`src/design/ex_pkg.sv`:
```
package ex_pkg;

	// default datapath width, the top passes it down as DATA_W
	localparam int EX_DATA_W = 32;

	// operation class from the main decoder
	typedef enum logic [2:0] {
		ALUOP_ADD   = 3'b000, // addi, lw, sw
		ALUOP_RTYPE = 3'b001, // look at funct
		ALUOP_AND   = 3'b010,
		ALUOP_OR    = 3'b011,
		ALUOP_BEQ   = 3'b100, // subtract, branch on equal
		ALUOP_BNE   = 3'b101, // subtract, branch on not equal
		ALUOP_SLT   = 3'b110,
		ALUOP_NONE  = 3'b111  // j, jal
	} alu_op_t;

	// alu control codes, 0001 unused
	typedef enum logic [3:0] {
		CTL_ADD   = 4'b0000,
		CTL_SLL   = 4'b0010,
		CTL_SRL   = 4'b0011,
		CTL_SUB   = 4'b0100,
		CTL_SLT   = 4'b0101,
		CTL_SUBNE = 4'b0110,
		CTL_MFLO  = 4'b0111,
		CTL_AND   = 4'b1000,
		CTL_MUL   = 4'b1001, // low half only, hi/lo untouched
		CTL_OR    = 4'b1010,
		CTL_DIV   = 4'b1011,
		CTL_NOR   = 4'b1100,
		CTL_MULT  = 4'b1101, // full product into hi/lo
		CTL_MFHI  = 4'b1110,
		CTL_NOP   = 4'b1111
	} alu_ctl_t;

	// r-type function field values
	localparam logic [5:0] FN_SLL  = 6'b000000;
	localparam logic [5:0] FN_SRL  = 6'b000010;
	localparam logic [5:0] FN_JR   = 6'b001000;
	localparam logic [5:0] FN_MFHI = 6'b010000;
	localparam logic [5:0] FN_MFLO = 6'b010010;
	localparam logic [5:0] FN_MULT = 6'b011000;
	localparam logic [5:0] FN_MUL  = 6'b011001; // sits on the multu slot
	localparam logic [5:0] FN_DIV  = 6'b011010;
	localparam logic [5:0] FN_ADD  = 6'b100000;
	localparam logic [5:0] FN_SUB  = 6'b100010;
	localparam logic [5:0] FN_AND  = 6'b100100;
	localparam logic [5:0] FN_OR   = 6'b100101;
	localparam logic [5:0] FN_NOR  = 6'b100111;
	localparam logic [5:0] FN_SLT  = 6'b101010;

	// codes that go through the one-bit-per-clock datapath
	function automatic logic is_iterative(alu_ctl_t c);
		return (c == CTL_MULT) || (c == CTL_MUL) || (c == CTL_DIV);
	endfunction

endpackage
```
`src/design/ex_unit_top.sv`:
```
`timescale 1ns/100ps

module ex_unit_top import ex_pkg::*; #(
	parameter int DATA_W = EX_DATA_W
) (
	input  logic              clk,
	input  logic              rst_n,
	input  logic              cyc,
	input  logic              stb,
	input  alu_op_t           alu_op,
	input  logic [5:0]        funct,
	input  logic [4:0]        shamt,
	input  logic [DATA_W-1:0] op_a,
	input  logic [DATA_W-1:0] op_b,
	output logic              ack,
	output logic [DATA_W-1:0] result,
	output logic              branch
);

	alu_ctl_t          ctl;
	logic              load;
	logic              step;
	logic              finish;
	logic              last;
	logic [DATA_W-1:0] hi;
	logic [DATA_W-1:0] lo;
	logic [DATA_W-1:0] prod_lo;
	logic [DATA_W-1:0] alu_y;
	logic              alu_br;
	logic              res_en;

	alu_control u_ctl (
		.alu_op (alu_op),
		.funct  (funct),
		.ctl    (ctl)
	);

	alu #(.DATA_W(DATA_W)) u_alu (
		.ctl     (ctl),
		.op_a    (op_a),
		.op_b    (op_b),
		.shamt   (shamt),
		.hi      (hi),
		.lo      (lo),
		.prod_lo (prod_lo),
		.y       (alu_y),
		.branch  (alu_br)
	);

	muldiv_core #(.DATA_W(DATA_W)) u_muldiv (
		.clk     (clk),
		.rst_n   (rst_n),
		.ctl     (ctl),
		.op_a    (op_a),
		.op_b    (op_b),
		.load    (load),
		.step    (step),
		.finish  (finish),
		.hi      (hi),
		.lo      (lo),
		.prod_lo (prod_lo)
	);

	iter_counter #(.DATA_W(DATA_W)) u_cnt (
		.clk   (clk),
		.rst_n (rst_n),
		.load  (load),
		.step  (step),
		.last  (last)
	);

	ex_fsm u_fsm (
		.clk    (clk),
		.rst_n  (rst_n),
		.cyc    (cyc),
		.stb    (stb),
		.ctl    (ctl),
		.last   (last),
		.load   (load),
		.step   (step),
		.finish (finish),
		.ack    (ack)
	);

	// track alu while a request waits, freeze on the edge ack rises
	assign res_en = cyc && stb && !ack;

	always_ff @(posedge clk or negedge rst_n)
	begin
		if (!rst_n)
		begin
			result <= '0;
			branch <= 1'b0;
		end
		else if (res_en)
		begin
			result <= alu_y;
			branch <= alu_br;
		end
	end

endmodule

```
`src/design/ex_fsm.sv`:
```
`timescale 1ns/100ps

module ex_fsm import ex_pkg::*; (
	input  logic     clk,
	input  logic     rst_n,
	input  logic     cyc,
	input  logic     stb,
	input  alu_ctl_t ctl,
	input  logic     last,   // from iter_counter
	output logic     load,
	output logic     step,
	output logic     finish,
	output logic     ack     // registered, one cycle
);

	typedef enum logic [1:0] {
		S_IDLE,
		S_ITER,
		S_FIN,
		S_ACK
	} state_t;

	state_t state;
	state_t state_nx;
	logic   req;
	logic   iter_op;

	assign req = cyc && stb;
	assign iter_op = is_iterative(ctl);

	always_comb
	begin
		state_nx = state;
		case (state)
			S_IDLE:
				if (req)
					state_nx = iter_op ? S_ITER : S_ACK; // single-cycle codes skip ahead
			S_ITER:
				if (last)
					state_nx = S_FIN;
			S_FIN:
				state_nx = S_ACK;
			S_ACK:
				state_nx = S_IDLE; // stb still high here, don't sample it
			default:
				state_nx = S_IDLE;
		endcase
	end

	always_ff @(posedge clk or negedge rst_n)
	begin
		if (!rst_n)
		begin
			state <= S_IDLE;
			ack <= 1'b0;
		end
		else
		begin
			state <= state_nx;
			ack <= (state_nx == S_ACK);
		end
	end

	assign load = (state == S_IDLE) && req && iter_op; // operands into accumulator
	assign step = (state == S_ITER);
	assign finish = (state == S_FIN);

endmodule

```
`src/design/iter_counter.sv`:
```
`timescale 1ns/100ps

module iter_counter import ex_pkg::*; #(
	parameter int DATA_W = EX_DATA_W
) (
	input  logic clk,
	input  logic rst_n,
	input  logic load, // start of an iterative op
	input  logic step,
	output logic last  // final iteration in progress
);

	localparam int CNT_W = $clog2(DATA_W);

	logic [CNT_W-1:0] cnt;

	always_ff @(posedge clk or negedge rst_n)
	begin
		if (!rst_n)
			cnt <= '0;
		else if (load)
			cnt <= CNT_W'(DATA_W - 1);
		else if (step && !last)
			cnt <= cnt - 1'b1; // parks at zero
	end

	assign last = (cnt == '0);

endmodule

```
`src/design/muldiv_core.sv`:
```
`timescale 1ns/100ps

module muldiv_core import ex_pkg::*; #(
	parameter int DATA_W = EX_DATA_W
) (
	input  logic              clk,
	input  logic              rst_n,
	input  alu_ctl_t          ctl,     // held by the master for the whole op
	input  logic [DATA_W-1:0] op_a,
	input  logic [DATA_W-1:0] op_b,
	input  logic              load,    // capture operands
	input  logic              step,    // one bit of work
	input  logic              finish,  // commit to hi/lo or prod_lo
	output logic [DATA_W-1:0] hi,
	output logic [DATA_W-1:0] lo,
	output logic [DATA_W-1:0] prod_lo
);

	logic [2*DATA_W-1:0] acc;      // {upper, lower} working pair
	logic [DATA_W-1:0]   opnd;     // multiplicand or divisor
	logic [2*DATA_W-1:0] acc_next;
	logic [DATA_W:0]     add_sum;  // upper plus carry out
	logic [DATA_W:0]     rem_sh;   // partial remainder after the shift
	logic [DATA_W+1:0]   rem_diff; // msb set means restore
	logic [DATA_W-1:0]   hi_q;
	logic [DATA_W-1:0]   lo_q;
	logic [DATA_W-1:0]   pl_q;
	logic                is_div;
	logic                commit_hl;
	logic                commit_pl;

	assign is_div = (ctl == CTL_DIV);
	assign commit_hl = finish && (ctl != CTL_MUL); // mult and div
	assign commit_pl = finish && (ctl == CTL_MUL);

	// multiply: add opnd when the multiplier lsb is set
	assign add_sum = {1'b0, acc[2*DATA_W-1:DATA_W]} +
		{1'b0, opnd & {DATA_W{acc[0]}}};

	// divide: shift in next dividend bit, try subtract
	assign rem_sh = acc[2*DATA_W-1:DATA_W-1];
	assign rem_diff = {1'b0, rem_sh} - {2'b00, opnd};

	always_comb
	begin
		if (is_div)
		begin
			if (!rem_diff[DATA_W+1])
				acc_next = {rem_diff[DATA_W-1:0], acc[DATA_W-2:0], 1'b1};
			else
				acc_next = {rem_sh[DATA_W-1:0], acc[DATA_W-2:0], 1'b0};
		end
		else
		begin
			acc_next = {add_sum, acc[DATA_W-1:1]}; // shift right with carry
		end
	end

	// working registers
	always_ff @(posedge clk)
	begin
		if (load)
		begin
			acc <= {{DATA_W{1'b0}}, (is_div ? op_a : op_b)}; // dividend or multiplier
			opnd <= is_div ? op_b : op_a;
		end
		else if (step)
			acc <= acc_next;
	end

	// architectural hi/lo plus the mul-only low half
	always_ff @(posedge clk or negedge rst_n)
	begin
		if (!rst_n)
		begin
			hi_q <= '0;
			lo_q <= '0;
			pl_q <= '0;
		end
		else
		begin
			if (commit_hl)
			begin
				hi_q <= acc[2*DATA_W-1:DATA_W]; // product high or remainder
				lo_q <= acc[DATA_W-1:0];        // product low or quotient
			end
			if (commit_pl)
				pl_q <= acc[DATA_W-1:0];
		end
	end

	// forward the values being committed so the result reg catches them
	assign hi = commit_hl ? acc[2*DATA_W-1:DATA_W] : hi_q;
	assign lo = commit_hl ? acc[DATA_W-1:0] : lo_q;
	assign prod_lo = commit_pl ? acc[DATA_W-1:0] : pl_q;

endmodule

```
`src/design/alu.sv`:
```
`timescale 1ns/100ps

module alu import ex_pkg::*; #(
	parameter int DATA_W = EX_DATA_W
) (
	input  alu_ctl_t          ctl,
	input  logic [DATA_W-1:0] op_a,    // rs
	input  logic [DATA_W-1:0] op_b,    // rt, also the shift source
	input  logic [4:0]        shamt,
	input  logic [DATA_W-1:0] hi,      // from muldiv_core
	input  logic [DATA_W-1:0] lo,
	input  logic [DATA_W-1:0] prod_lo, // mul result, kept apart from lo
	output logic [DATA_W-1:0] y,
	output logic              branch
);

	logic [DATA_W-1:0] diff; // shared by sub, beq, bne
	logic              equal;

	assign diff = op_a - op_b;
	assign equal = (op_a == op_b);

	always_comb
	begin
		case (ctl)
			CTL_ADD:
				y = op_a + op_b;
			CTL_SUB, CTL_SUBNE:
				y = diff;
			CTL_SLT:
				y = DATA_W'(op_a < op_b); // unsigned compare here
			CTL_AND:
				y = op_a & op_b;
			CTL_OR:
				y = op_a | op_b;
			CTL_NOR:
				y = ~(op_a | op_b);
			CTL_SLL:
				y = op_b << shamt;
			CTL_SRL:
				y = op_b >> shamt; // logical, zero fill
			CTL_MFHI:
				y = hi;
			CTL_MFLO, CTL_MULT, CTL_DIV:
				y = lo; // product low half or quotient
			CTL_MUL:
				y = prod_lo;
			default:
				y = '0; // no-op and the spare code
		endcase
	end

	// beq on 0100, bne on 0110, nothing else branches
	assign branch = ((ctl == CTL_SUB) && equal) ||
		((ctl == CTL_SUBNE) && !equal);

endmodule

```
`src/design/alu_control.sv`:
```
`timescale 1ns/100ps

module alu_control import ex_pkg::*; (
	input  alu_op_t    alu_op, // class from main decoder
	input  logic [5:0] funct,  // r-type function field
	output alu_ctl_t   ctl     // 4 bit control code
);

	always_comb
	begin
		ctl = CTL_NOP; // also covers undefined funct, no latch
		case (alu_op)
			ALUOP_NONE:
				ctl = CTL_NOP; // j, jal pass through untouched
			ALUOP_ADD:
				ctl = CTL_ADD; // address calc and addi
			ALUOP_BEQ:
				ctl = CTL_SUB;
			ALUOP_BNE:
				ctl = CTL_SUBNE;
			ALUOP_SLT:
				ctl = CTL_SLT; // slti
			ALUOP_AND:
				ctl = CTL_AND;
			ALUOP_OR:
				ctl = CTL_OR;
			ALUOP_RTYPE:
			begin
				// only r-type looks at funct
				case (funct)
					FN_ADD:
						ctl = CTL_ADD;
					FN_SUB:
						ctl = CTL_SUB;
					FN_AND:
						ctl = CTL_AND;
					FN_OR:
						ctl = CTL_OR;
					FN_NOR:
						ctl = CTL_NOR;
					FN_SLT:
						ctl = CTL_SLT;
					FN_SLL:
						ctl = CTL_SLL; // shift amount from shamt
					FN_SRL:
						ctl = CTL_SRL;
					FN_JR:
						ctl = CTL_NOP; // jump target handled elsewhere
					FN_MULT:
						ctl = CTL_MULT;
					FN_MUL:
						ctl = CTL_MUL;
					FN_DIV:
						ctl = CTL_DIV;
					FN_MFHI:
						ctl = CTL_MFHI;
					FN_MFLO:
						ctl = CTL_MFLO;
					default:
						ctl = CTL_NOP; // unknown funct, result will read zero
				endcase
			end
			default:
				ctl = CTL_NOP;
		endcase
	end

endmodule

```
`config.mk`:
```
export PLATFORM = sky130hd
export DESIGN_NAME = ex_unit_top
export DESIGN_NICKNAME = d
export VERILOG_FILES = /design/src/design/ex_pkg.sv /design/src/design/ex_unit_top.sv /design/src/design/ex_fsm.sv /design/src/design/iter_counter.sv /design/src/design/muldiv_core.sv /design/src/design/alu.sv /design/src/design/alu_control.sv
export SDC_FILE = /design/constraint.sdc
export NUM_CORES = 1
export LEC_CHECK = 0
export BUFFER_PORTS_ARGS = -buffer_cell sky130_fd_sc_hd__clkbuf_2
export CAP_MARGIN = 5
export CORE_ASPECT_RATIO = 1.2
export CORE_MARGIN = 5
export CORE_UTILIZATION = 58
export DETAILED_ROUTE_END_ITERATION = 8
export PLACE_DENSITY_LB_ADDON = 0.1
export SYNTH_ARGS = -nofsm -noshare
export SYNTH_HDL_FRONTEND = slang
export SYNTH_SLANG_ARGS = --single-unit
```
`constraint.sdc`:
```
create_clock -name clk -period 3.08 [get_ports clk]
set_input_delay 0.154 -clock clk [delete_from_list [all_inputs] [get_ports clk]]
set_output_delay 0.154 -clock clk [all_outputs]
set_load 0.05 [all_outputs]
```
==> run_results.csv, run 1 <==
group,metric,value,unit
synthesis,postSynthNetCount,3003,
synthesis,yosysMostFrequentCell,"nand2_1",
synthesis,synth_top_family_by_area,"compound AO/OA/AOI/OAI gates",
global_route,antenna_found_initial,22,
synthesis,syn_area_per_cell,8.199,um^2
synthesis,yosys.area_share.simple,17.03,%
synthesis,synth_area,22570,um^2
placed_design,gp_congestion,1.096,
synthesis,synth_seq_cells,233,
synthesis,postSynth.asyncResetShare,58.80,%
global_route,grt_usage,73.87,%
die,die_y,226.1,um
synthesis,synth_area_leaders,"dfrtp_1 15%, ha_1 9.1%, edfxtp_1 8.5%",
run_status,run_status,"aborted with a tool error",
synthesis,synth_edf_count,64,
die,io-pin-count,116,
clocking,htree_levels,1,
placed_design,dp_hpwl,80.05,mm
synthesis,synth_fa_ha_area_share,9.445,%
placed_design,numPortBuffers,115,
synthesis,ys.flop_type,"dfrtp_1",
synthesis,yosys_warnings,0,
synthesis,netlist_top_cells_count,"322 x nand2_1, 226 x nor2_1, 190 x a21oi_1",
synthesis,synth_top_area_cell,"dfrtp_1",
synthesis,netlist.area_leader.share,15.19,%
global_route,grt_max_degree,90,
synthesis,synthMuxAreaShare,12.45,%
die,die_w,190.1,um
synthesis,syn_inst,2753,
sta,worst-ep-kind,"register input",
die,rows,79,
run_status,stop_stage,"global routing (5_1_grt)",
synthesis,synth_compound_area_share,26.55,%
run_status,firstError,"[ERROR GRT-0232] Routing congestion too high. Check the congestion heatmap in the GUI.",
clocking,cts.sinks,233,
clocking,numCtsBuffers,23,
die,start_util,58.41,%
global_route,grt.overflow.total,57,
clocking,clock_path_buffers,3,
synthesis,synthXorXnorAreaFrac,2.289,%
synthesis,synthDistinctLibCells,93,
sta,worst_endpoint,"u_muldiv.acc[60]$_SDFFE_PP0P_/D",
clocking,cts_root_buffer,"clkbuf_16",
synthesis,synth-seq-area-share,26.54,%
[routing by layer]
layer / GRT usage [%] / GRT overflow
met5: 48.98 / 0
met2: 86.75 / 29
met1: 74.60 / 4
met3: 63.61 / 2
met4: 66.74 / 22
[repair_timing]
| action | 4_1_cts |
|---|---|
| buffers inserted | 14 |
| resized for setup | 109 |
| hold buffers | 3 |
| hold endpoints to repair | 87 |
| pin swaps | 34 |
| setup endpoints to repair | 59 |
[cell families after synthesis]
group                    count (synthesis)
AO/OA/AOI/OAI                          898
XOR/XNOR                                59
adder cells (fa/ha/maj)                168
buffers and inverters                  335
flip-flops                             233
multiplexers                           219
AND/OR/NAND/NOR                        841
[per-stage QoR]
| step | cells | util [%] | setup slack (ns) | TNS, ns | instance area [um^2] |
|---|---|---|---|---|---|
| floorplan | 2753 | - | 0.007257 | 0 | 22640 |
| global placement | 3830 | 72.82 | -0.7721 | -42.39 | 28140 |
| detailed placement | 3830 | 72.82 | -0.8165 | -54.29 | 28140 |
| CTS | 3888 | 76.61 | -0.2497 | -0.6774 | 29610 |
==> run 2: changes to the inputs <==
- CORE_ASPECT_RATIO: 1.2 -> not set
- CORE_UTILIZATION: 58 -> 40
- PLACE_DENSITY_LB_ADDON: 0.1 -> 0.15
- clock period: 3.08 -> 4 ns (I/O delays scaled with it)
==> run 2 against run 1 <==
  * The run now ends clean
  * Synthesized area is the same
  * Synthesized cell count did not move
==> run_results.csv, run 2 <==
group,metric,value,unit
sta,finalHoldViolCount,0,
setup_path,crit_start,"u_muldiv.acc[0]$_DFFE_PP_",
sta,fin_crit,3.690,ns
synthesis,synth-seq-area-share,26.54,%
global_route,antenna_found_initial,1,
setup_path,worst-setup-path-type,"reg -> reg",
power_and_ir_drop,powerDensity,592.1,nW/um^2
synthesis,netlist.area_leader.share,15.19,%
synthesis,ys.flop_type,"dfrtp_1",
setup_path,r2r_slack,0.31,ns
synthesis,synth_seq_cells,233,
setup_path,path_max_fanout,31,
die,die_w,247.6,um
setup_path,path_buf_inv,3,
layout,layout_commonest_cell,"nand2_1",
global_route,grt.overflow.total,0,
sta,drv_slew,0,
synthesis,yosysMostFrequentCell,"nand2_1",
sta,period_share,92.24,%
global_route,grt_max_degree,81,
global_route,grt_pass1_wl,146.7,mm
detailed_routing,routed_wl,99.04,mm
die,die_y,247.6,um
clocking,clock_latency,0.56,ns
placed_design,place_ws,0.1817,ns
clocking,htree_levels,1,
setup_path,crit_slowest_cell,"edfxtp_1",
sta,fin_skew,0.01950,ns
detailed_routing,drc,0,
layout,largest_reg_flops,64,
setup_path,path_cells,"buf_4, and2_1, ha_1, o211a_1, o31ai_1, a2111oi_0, buf_4, o311ai_0, buf_4, o21ai_1, a22oi_1, a21oi_1, and2_1, o22ai_1, a31oi_1",
die,coreArea,56170,um^2
setup_path,timing.critical_path.mode_cell,"buf_4",
sta,max_slew_margin,25.85,%
sta,tightest_slew,1.098,ns
setup_path,ff2ff_path_depth,15,
synthesis,yosys_warnings,0,
clocking,tritoncts,"done",
layout,diodes,0,
clocking,cts_root_buffer,"clkbuf_16",
synthesis,synth_area,22570,um^2
die,rows,87,
setup_path,cp_data_arrival_time,4.13,ns
detailed_routing,drtIter0Drc,2940,
setup_path,crit_path_max_incr_delay,0.46,ns
die,die-area,61280,um^2
layout,final_cell_mix,"322 x nand2_1, 225 x nor2_1, 190 x a21oi_1, 173 x buf_4, 168 x o21ai_0",
setup_path,endpoint_kind,"flop",
job,cap_viol_max_count,0,
setup_path,r2r-start,"u_muldiv.acc[0]$_DFFE_PP_",
placed_design,gp_congestion,1.039,
global_route,grt_pass1_vias,22389,
sta,finalSetupTns,0,ns
detailed_routing,dr.pass1.iters,6,
synthesis,syn_inst,2753,
synthesis,synth_area_leaders,"dfrtp_1 15%, ha_1 9.1%, edfxtp_1 8.5%",
detailed_routing,detail_route.wl_per_cell,26.88,um
layout,top_register,"u_muldiv.acc",
clocking,numCtsBuffers,26,
worst_hold_path,hold_path_class,"in -> reg",
die,io-pin-count,116,
synthesis,syn_area_per_cell,8.199,um^2
sta,rsz0062_at_grt,"false",
layout,drive_gt1_share,17.93,%
setup_path,r2r-end,"u_muldiv.acc[61]$_SDFFE_PP0P_",
detailed_routing,via_per_inst,6.309,
synthesis,postSynthNetCount,3003,
layout,areaGrowthSynthToFinish,15.33,%
placed_design,numPortBuffers,115,
power_and_ir_drop,ir_worst_vdd,0.0004076,V
die,start_util,40.19,%
run_status,run_status,"complete, no violations",
detailed_routing,postRouteAntennaNets,0,
synthesis,synth_edf_count,64,
setup_path,path_depth,15,
placed_design,dp_hpwl,77.47,mm
setup_path,worstSetupStartpointType,"flop",
global_route,grt_usage,31.43,%
synthesis,postSynth.asyncResetShare,58.80,%
setup_path,critPathTopFamily,"compound AO/OA/AOI/OAI gates",
synthesis,synthDistinctLibCells,93,
setup_path,endpoint,"u_muldiv.acc[61]$_SDFFE_PP0P_",
sta,whs,0.1129,ns
clocking,clock_path_buffers,3,
sta,setup_violations,0,
detailed_routing,vias,23242,
synthesis,synth_top_area_cell,"dfrtp_1",
power_and_ir_drop,power_leakage,0.01154,uW
layout,nets,3158,
sta,fmaxAchievable,271.0,MHz
clocking,clkTransAtPathRegs,0.06,ns
clocking,cts_resized,0,
sta,fin_ws,0.3104,ns
setup_path,cp.required,4.44,ns
synthesis,netlist_top_cells_count,"322 x nand2_1, 226 x nor2_1, 190 x a21oi_1",
clocking,cts.sinks,233,
## run 2: tightest hold or removal path, delay by kind of cell
family	cells	cell delay (ns)
AND/OR/NAND/NOR	1	0.05
AO/OA/AOI/OAI	1	0.14
buffers and inverters	1	0.12
## run 2: cells by family (layout without fill, tap and decap cells)
| kind of cell | Yosys count | in the layout | synth area share [%] |
|---|---|---|---|
| adders and majority gates | 168 | 168 | 9.445 |
| AOI/OAI and AO/OA | 898 | 898 | 26.55 |
| and+or+nand+nor | 841 | 841 | 17.03 |
| DFF | 233 | 233 | 26.54 |
| buffers and inverters | 335 | 510 | 5.698 |
| xor gates and xnor gates | 59 | 59 | 2.289 |
| muxes | 219 | 219 | 12.45 |
## run 2: worst min path at each step
stage,slack [ns],endpoint,cells past startpoint,from
floorplan,-0.1,branch$_DFFE_PN0P_,0,rst_n
global placement,0.30,result[28]$_DFFE_PN0P_,1,rst_n
detailed placement,0.32,result[30]$_DFFE_PN0P_,1,rst_n
CTS,0.10,u_muldiv.opnd[2]$_DFFE_PP_,3,op_a[2]
global route,0.15,u_muldiv.opnd[27]$_DFFE_PP_,3,op_a[27]
finish,0.11,u_muldiv.opnd[2]$_DFFE_PP_,3,op_a[2]
## run 2: through the flow
step | std cells | cell area (um^2) | utilization (%) | power (uW)
after floorplan | 2753 | 22570 | - | 9832
after global placement | 3632 | 25070 | 44.63 | 12520
after detailed placement | 3632 | 25070 | 44.63 | 12650
after CTS | 3684 | 26030 | 46.35 | 15320
after global routing | 3684 | 26030 | 46.35 | 16450
final | 3684 | 26030 | 46.35 | 15410
## run 2: timing repair
action | 4_1_cts | 5_1_grt
buffers inserted | 0 | 0
endpoints found under the hold margin | 80 | 0
endpoints found under the setup margin | 0 | 0
hold buffers | 4 | 0
## run 2: where the power goes
| group | switching (uW) | leakage (uW) | internal, uW |
|---|---|---|---|
| registers | 800 | 0.00260 | 3470 |
| clock network | 1060 | 0.000462 | 1550 |
| logic | 5140 | 0.00847 | 3400 |
| total | 7000 | 0.0115 | 8420 |
## run 2: cell type report
class / instances / area (um^2)
clock buffer: 35 / 765.7
clock inverter: 13 / 161.4
fill: 5622 / 30140
inverter: 156 / 585.6
multi-input combinational: 2185 / 15370
sequential: 233 / 5991
tap: 756 / 945.9
timing repair buffer: 306 / 2216
## run 2: per-layer routing
layer | global-route usage [%] | vias up | wire [um]
met3 | 5.934 | 147 | 8722
met4 | 8.910 | 0 | 3202
li1 | - | 10533 | -
met2 | 47.66 | 1133 | 42570
met5 | 0 | - | 0
met1 | 45.83 | 11429 | 44540
Power figures use the tool's default switching activity.
==> run 3: changes to the inputs <==
- CORE_UTILIZATION: 40 -> 45
==> run 3 against run 2 <==
  * Non-clock buffer count shrank 9
  * Flip-flop and latch count is the same
  * Wire length shrank 2.7%
  * Register-to-register slack lost 0.06 ns
  * Fmax shrank 1.5%
  * Count of clock-buffer cells in the layout shrank 7
  * Clock skew shrank 0.0021 ns
  * Clock power shrank 3%
  * Combinational power shrank 0.6%
  * Critical endpoint is now u_muldiv.acc[63]$_SDFFE_PP0P_
  * Largest cell class unchanged
  * Largest power group unchanged
==> run_results.csv, run 3 (same netlist as run 2, synthesis figures left out) <==
group,metric,value,unit
sta,max_slew_margin,32.50,%
clocking,htree_levels,1,
detailed_routing,drtIter0Drc,2773,
placed_design,dpl.cell_count,3540,
sta,period_share,93.67,%
sta,fin_crit,3.747,ns
global_route,antenna_found_initial,3,
run_status,run_status,"complete, no violations",
die,io-pin-count,116,
setup_path,endpoint_kind,"flop",
sta,finalHoldViolCount,0,
die,coreArea,49860,um^2
layout,areaGrowthSynthToFinish,14.40,%
setup_path,worstSetupStartpointType,"flop",
power_and_ir_drop,power_leakage,0.01147,uW
sta,whs,0.01766,ns
sta,drv_slew,0,
layout,diodes,0,
clocking,cts_root_buffer,"clkbuf_16",
placed_design,gp_congestion,1.039,
sta,fin_skew,0.01739,ns
die,rows,82,
detailed_routing,dr.pass1.iters,6,
setup_path,r2r-end,"u_muldiv.acc[63]$_SDFFE_PP0P_",
layout,final_cell_mix,"322 x nand2_1, 225 x nor2_1, 190 x a21oi_1, 168 x o21ai_0, 165 x buf_4",
setup_path,cp.required,4.47,ns
setup_path,cp_data_arrival_time,4.22,ns
layout,top_register,"u_muldiv.acc",
layout,final-instance-count-excl-fill,3587,
global_route,grt_pass1_wl,141.7,mm
setup_path,path_max_fanout,31,
clocking,clkTransAtPathRegs,0.07,ns
setup_path,worst-setup-path-type,"reg -> reg",
die,die_y,234.0,um
worst_hold_path,hold_path_class,"in -> reg",
job,cap_viol_max_count,0,
power_and_ir_drop,powerDensity,591.7,nW/um^2
clocking,clock_path_buffers,3,
placed_design,numPortBuffers,115,
worst_hold_path,min_to,"u_fsm.ack$_DFF_PN0_",
global_route,grt_max_degree,96,
power_and_ir_drop,ir_worst_vdd,0.0003786,V
clocking,cts.sinks,233,
clocking,clock_latency,0.54,ns
clocking,tritoncts,"done",
sta,tightest_slew,1.002,ns
clocking,numCtsBuffers,25,
placed_design,dp_hpwl,75.35,mm
detailed_routing,via_per_inst,6.476,
setup_path,r2r-start,"u_muldiv.acc[0]$_DFFE_PP_",
worst_hold_path,whs_path_depth,3,
layout,largest_reg_flops,64,
layout,drive_gt1_share,17.67,%
die,die_w,234.0,um
detailed_routing,detail_route.wl_per_cell,26.87,um
sta,fmaxAchievable,266.9,MHz
layout,layout_commonest_cell,"nand2_1",
detailed_routing,postRouteAntennaNets,0,
detailed_routing,routed_wl,96.37,mm
layout,nets,3148,
worst_hold_path,min_from,"cyc",
detailed_routing,drc,0,
detailed_routing,vias,23230,
global_route,grt_pass1_vias,21828,
die,die-area,54740,um^2
global_route,grt_usage,34.03,%
sta,rsz0062_at_grt,"false",
setup_path,ff2ff_path_depth,15,
die,start_util,45.27,%
setup_path,r2r_slack,0.25,ns
sta,setup_violations,0,
global_route,grt.overflow.total,0,
run 3: cell types whose count changed in the layout (fill, tap and decap cells not counted), sizes merged, moves of 2 or more:
cell      change
inv           -2
clkbuf        -7
bufinv        +2
clkinvlp      +2
buf           -8
run 3: per-layer routing:
layer | wire length (um) | global-route usage (%)
met1 | 42910 | 50.19
met2 | 41320 | 51.46
met3 | 9527 | 6.853
met4 | 2586 | 8.093
met5 | 27 | 0
run 3: layout make-up:
class / count / area [um^2]
Inverter: 156 / 585.6
Clock inverter: 16 / 222.7
Multi-Input combinational cell: 2185 / 15380
Tap cell: 672 / 840.8
Clock buffer: 28 / 656.9
Fill cell: 4914 / 24040
Sequential cell: 233 / 5991
Timing Repair Buffer: 297 / 2146
run 3: report_power, final:
group	leakage, uW	internal [uW]	switching [uW]	total [uW]
clock network	0.000427	1510	1030	2540
registers	0.00260	3470	782	4250
logic	0.00844	3370	5120	8490
total	0.0115	8350	6940	15300
run 3: how the worst max path moves through the flow:
stage / to / startpoint / slack [ns]
global route: u_muldiv.acc[58]$_SDFFE_PP0P_ / u_muldiv.acc[0]$_DFFE_PP_ / 0.01
global placement: u_muldiv.acc[63]$_SDFFE_PP0P_ / u_muldiv.acc[0]$_DFFE_PP_ / 0.02
detailed placement: result[29]$_DFFE_PN0P_ / op_b[4] / -0.03
floorplan: u_muldiv.acc[0]$_DFFE_PP_ / funct[0] / 0.15
finish: u_muldiv.acc[63]$_SDFFE_PP0P_ / u_muldiv.acc[0]$_DFFE_PP_ / 0.25
CTS: u_muldiv.acc[63]$_SDFFE_PP0P_ / u_muldiv.acc[0]$_DFFE_PP_ / 0.006
run 3: per-stage QoR:
step / instance area, um^2 / setup WS [ns] / TNS [ns] / total power [uW] / utilization [%]
global route: 25820 / 0.01419 / 0 / 16190 / 51.79
CTS: 25810 / 0.005820 / 0 / 15160 / 51.77
floorplan: 22570 / 0.1469 / 0 / 9832 / -
detailed placement: 24900 / -0.02515 / -0.02515 / 12570 / 49.94
finish: 25820 / 0.2531 / 0 / 15280 / 51.79
global placement: 24900 / 0.01831 / 0 / 12400 / 49.94
run 3: timing repair:
item | in CTS | in global routing
setup endpoints to repair | 0 | 6
hold buffers | 3 | 0
hold endpoints to repair | 96 | 0
resized for setup | 0 | 3
setup buffers | 0 | 0
run 3: critical path, stage by stage, from the launching register on:
cell       delay (ns)
edfxtp_1         0.46
buf_4            0.27
and2_1           0.22
ha_1             0.37
o211a_1          0.18
o31ai_2          0.10
a2111oi_1        0.46
buf_4            0.20
o311ai_0         0.14
buf_4            0.18
o21ai_2          0.21
a22oi_1          0.18
or2_1            0.24
a31oi_1          0.19
o21ai_0          0.10
a31oi_1          0.16
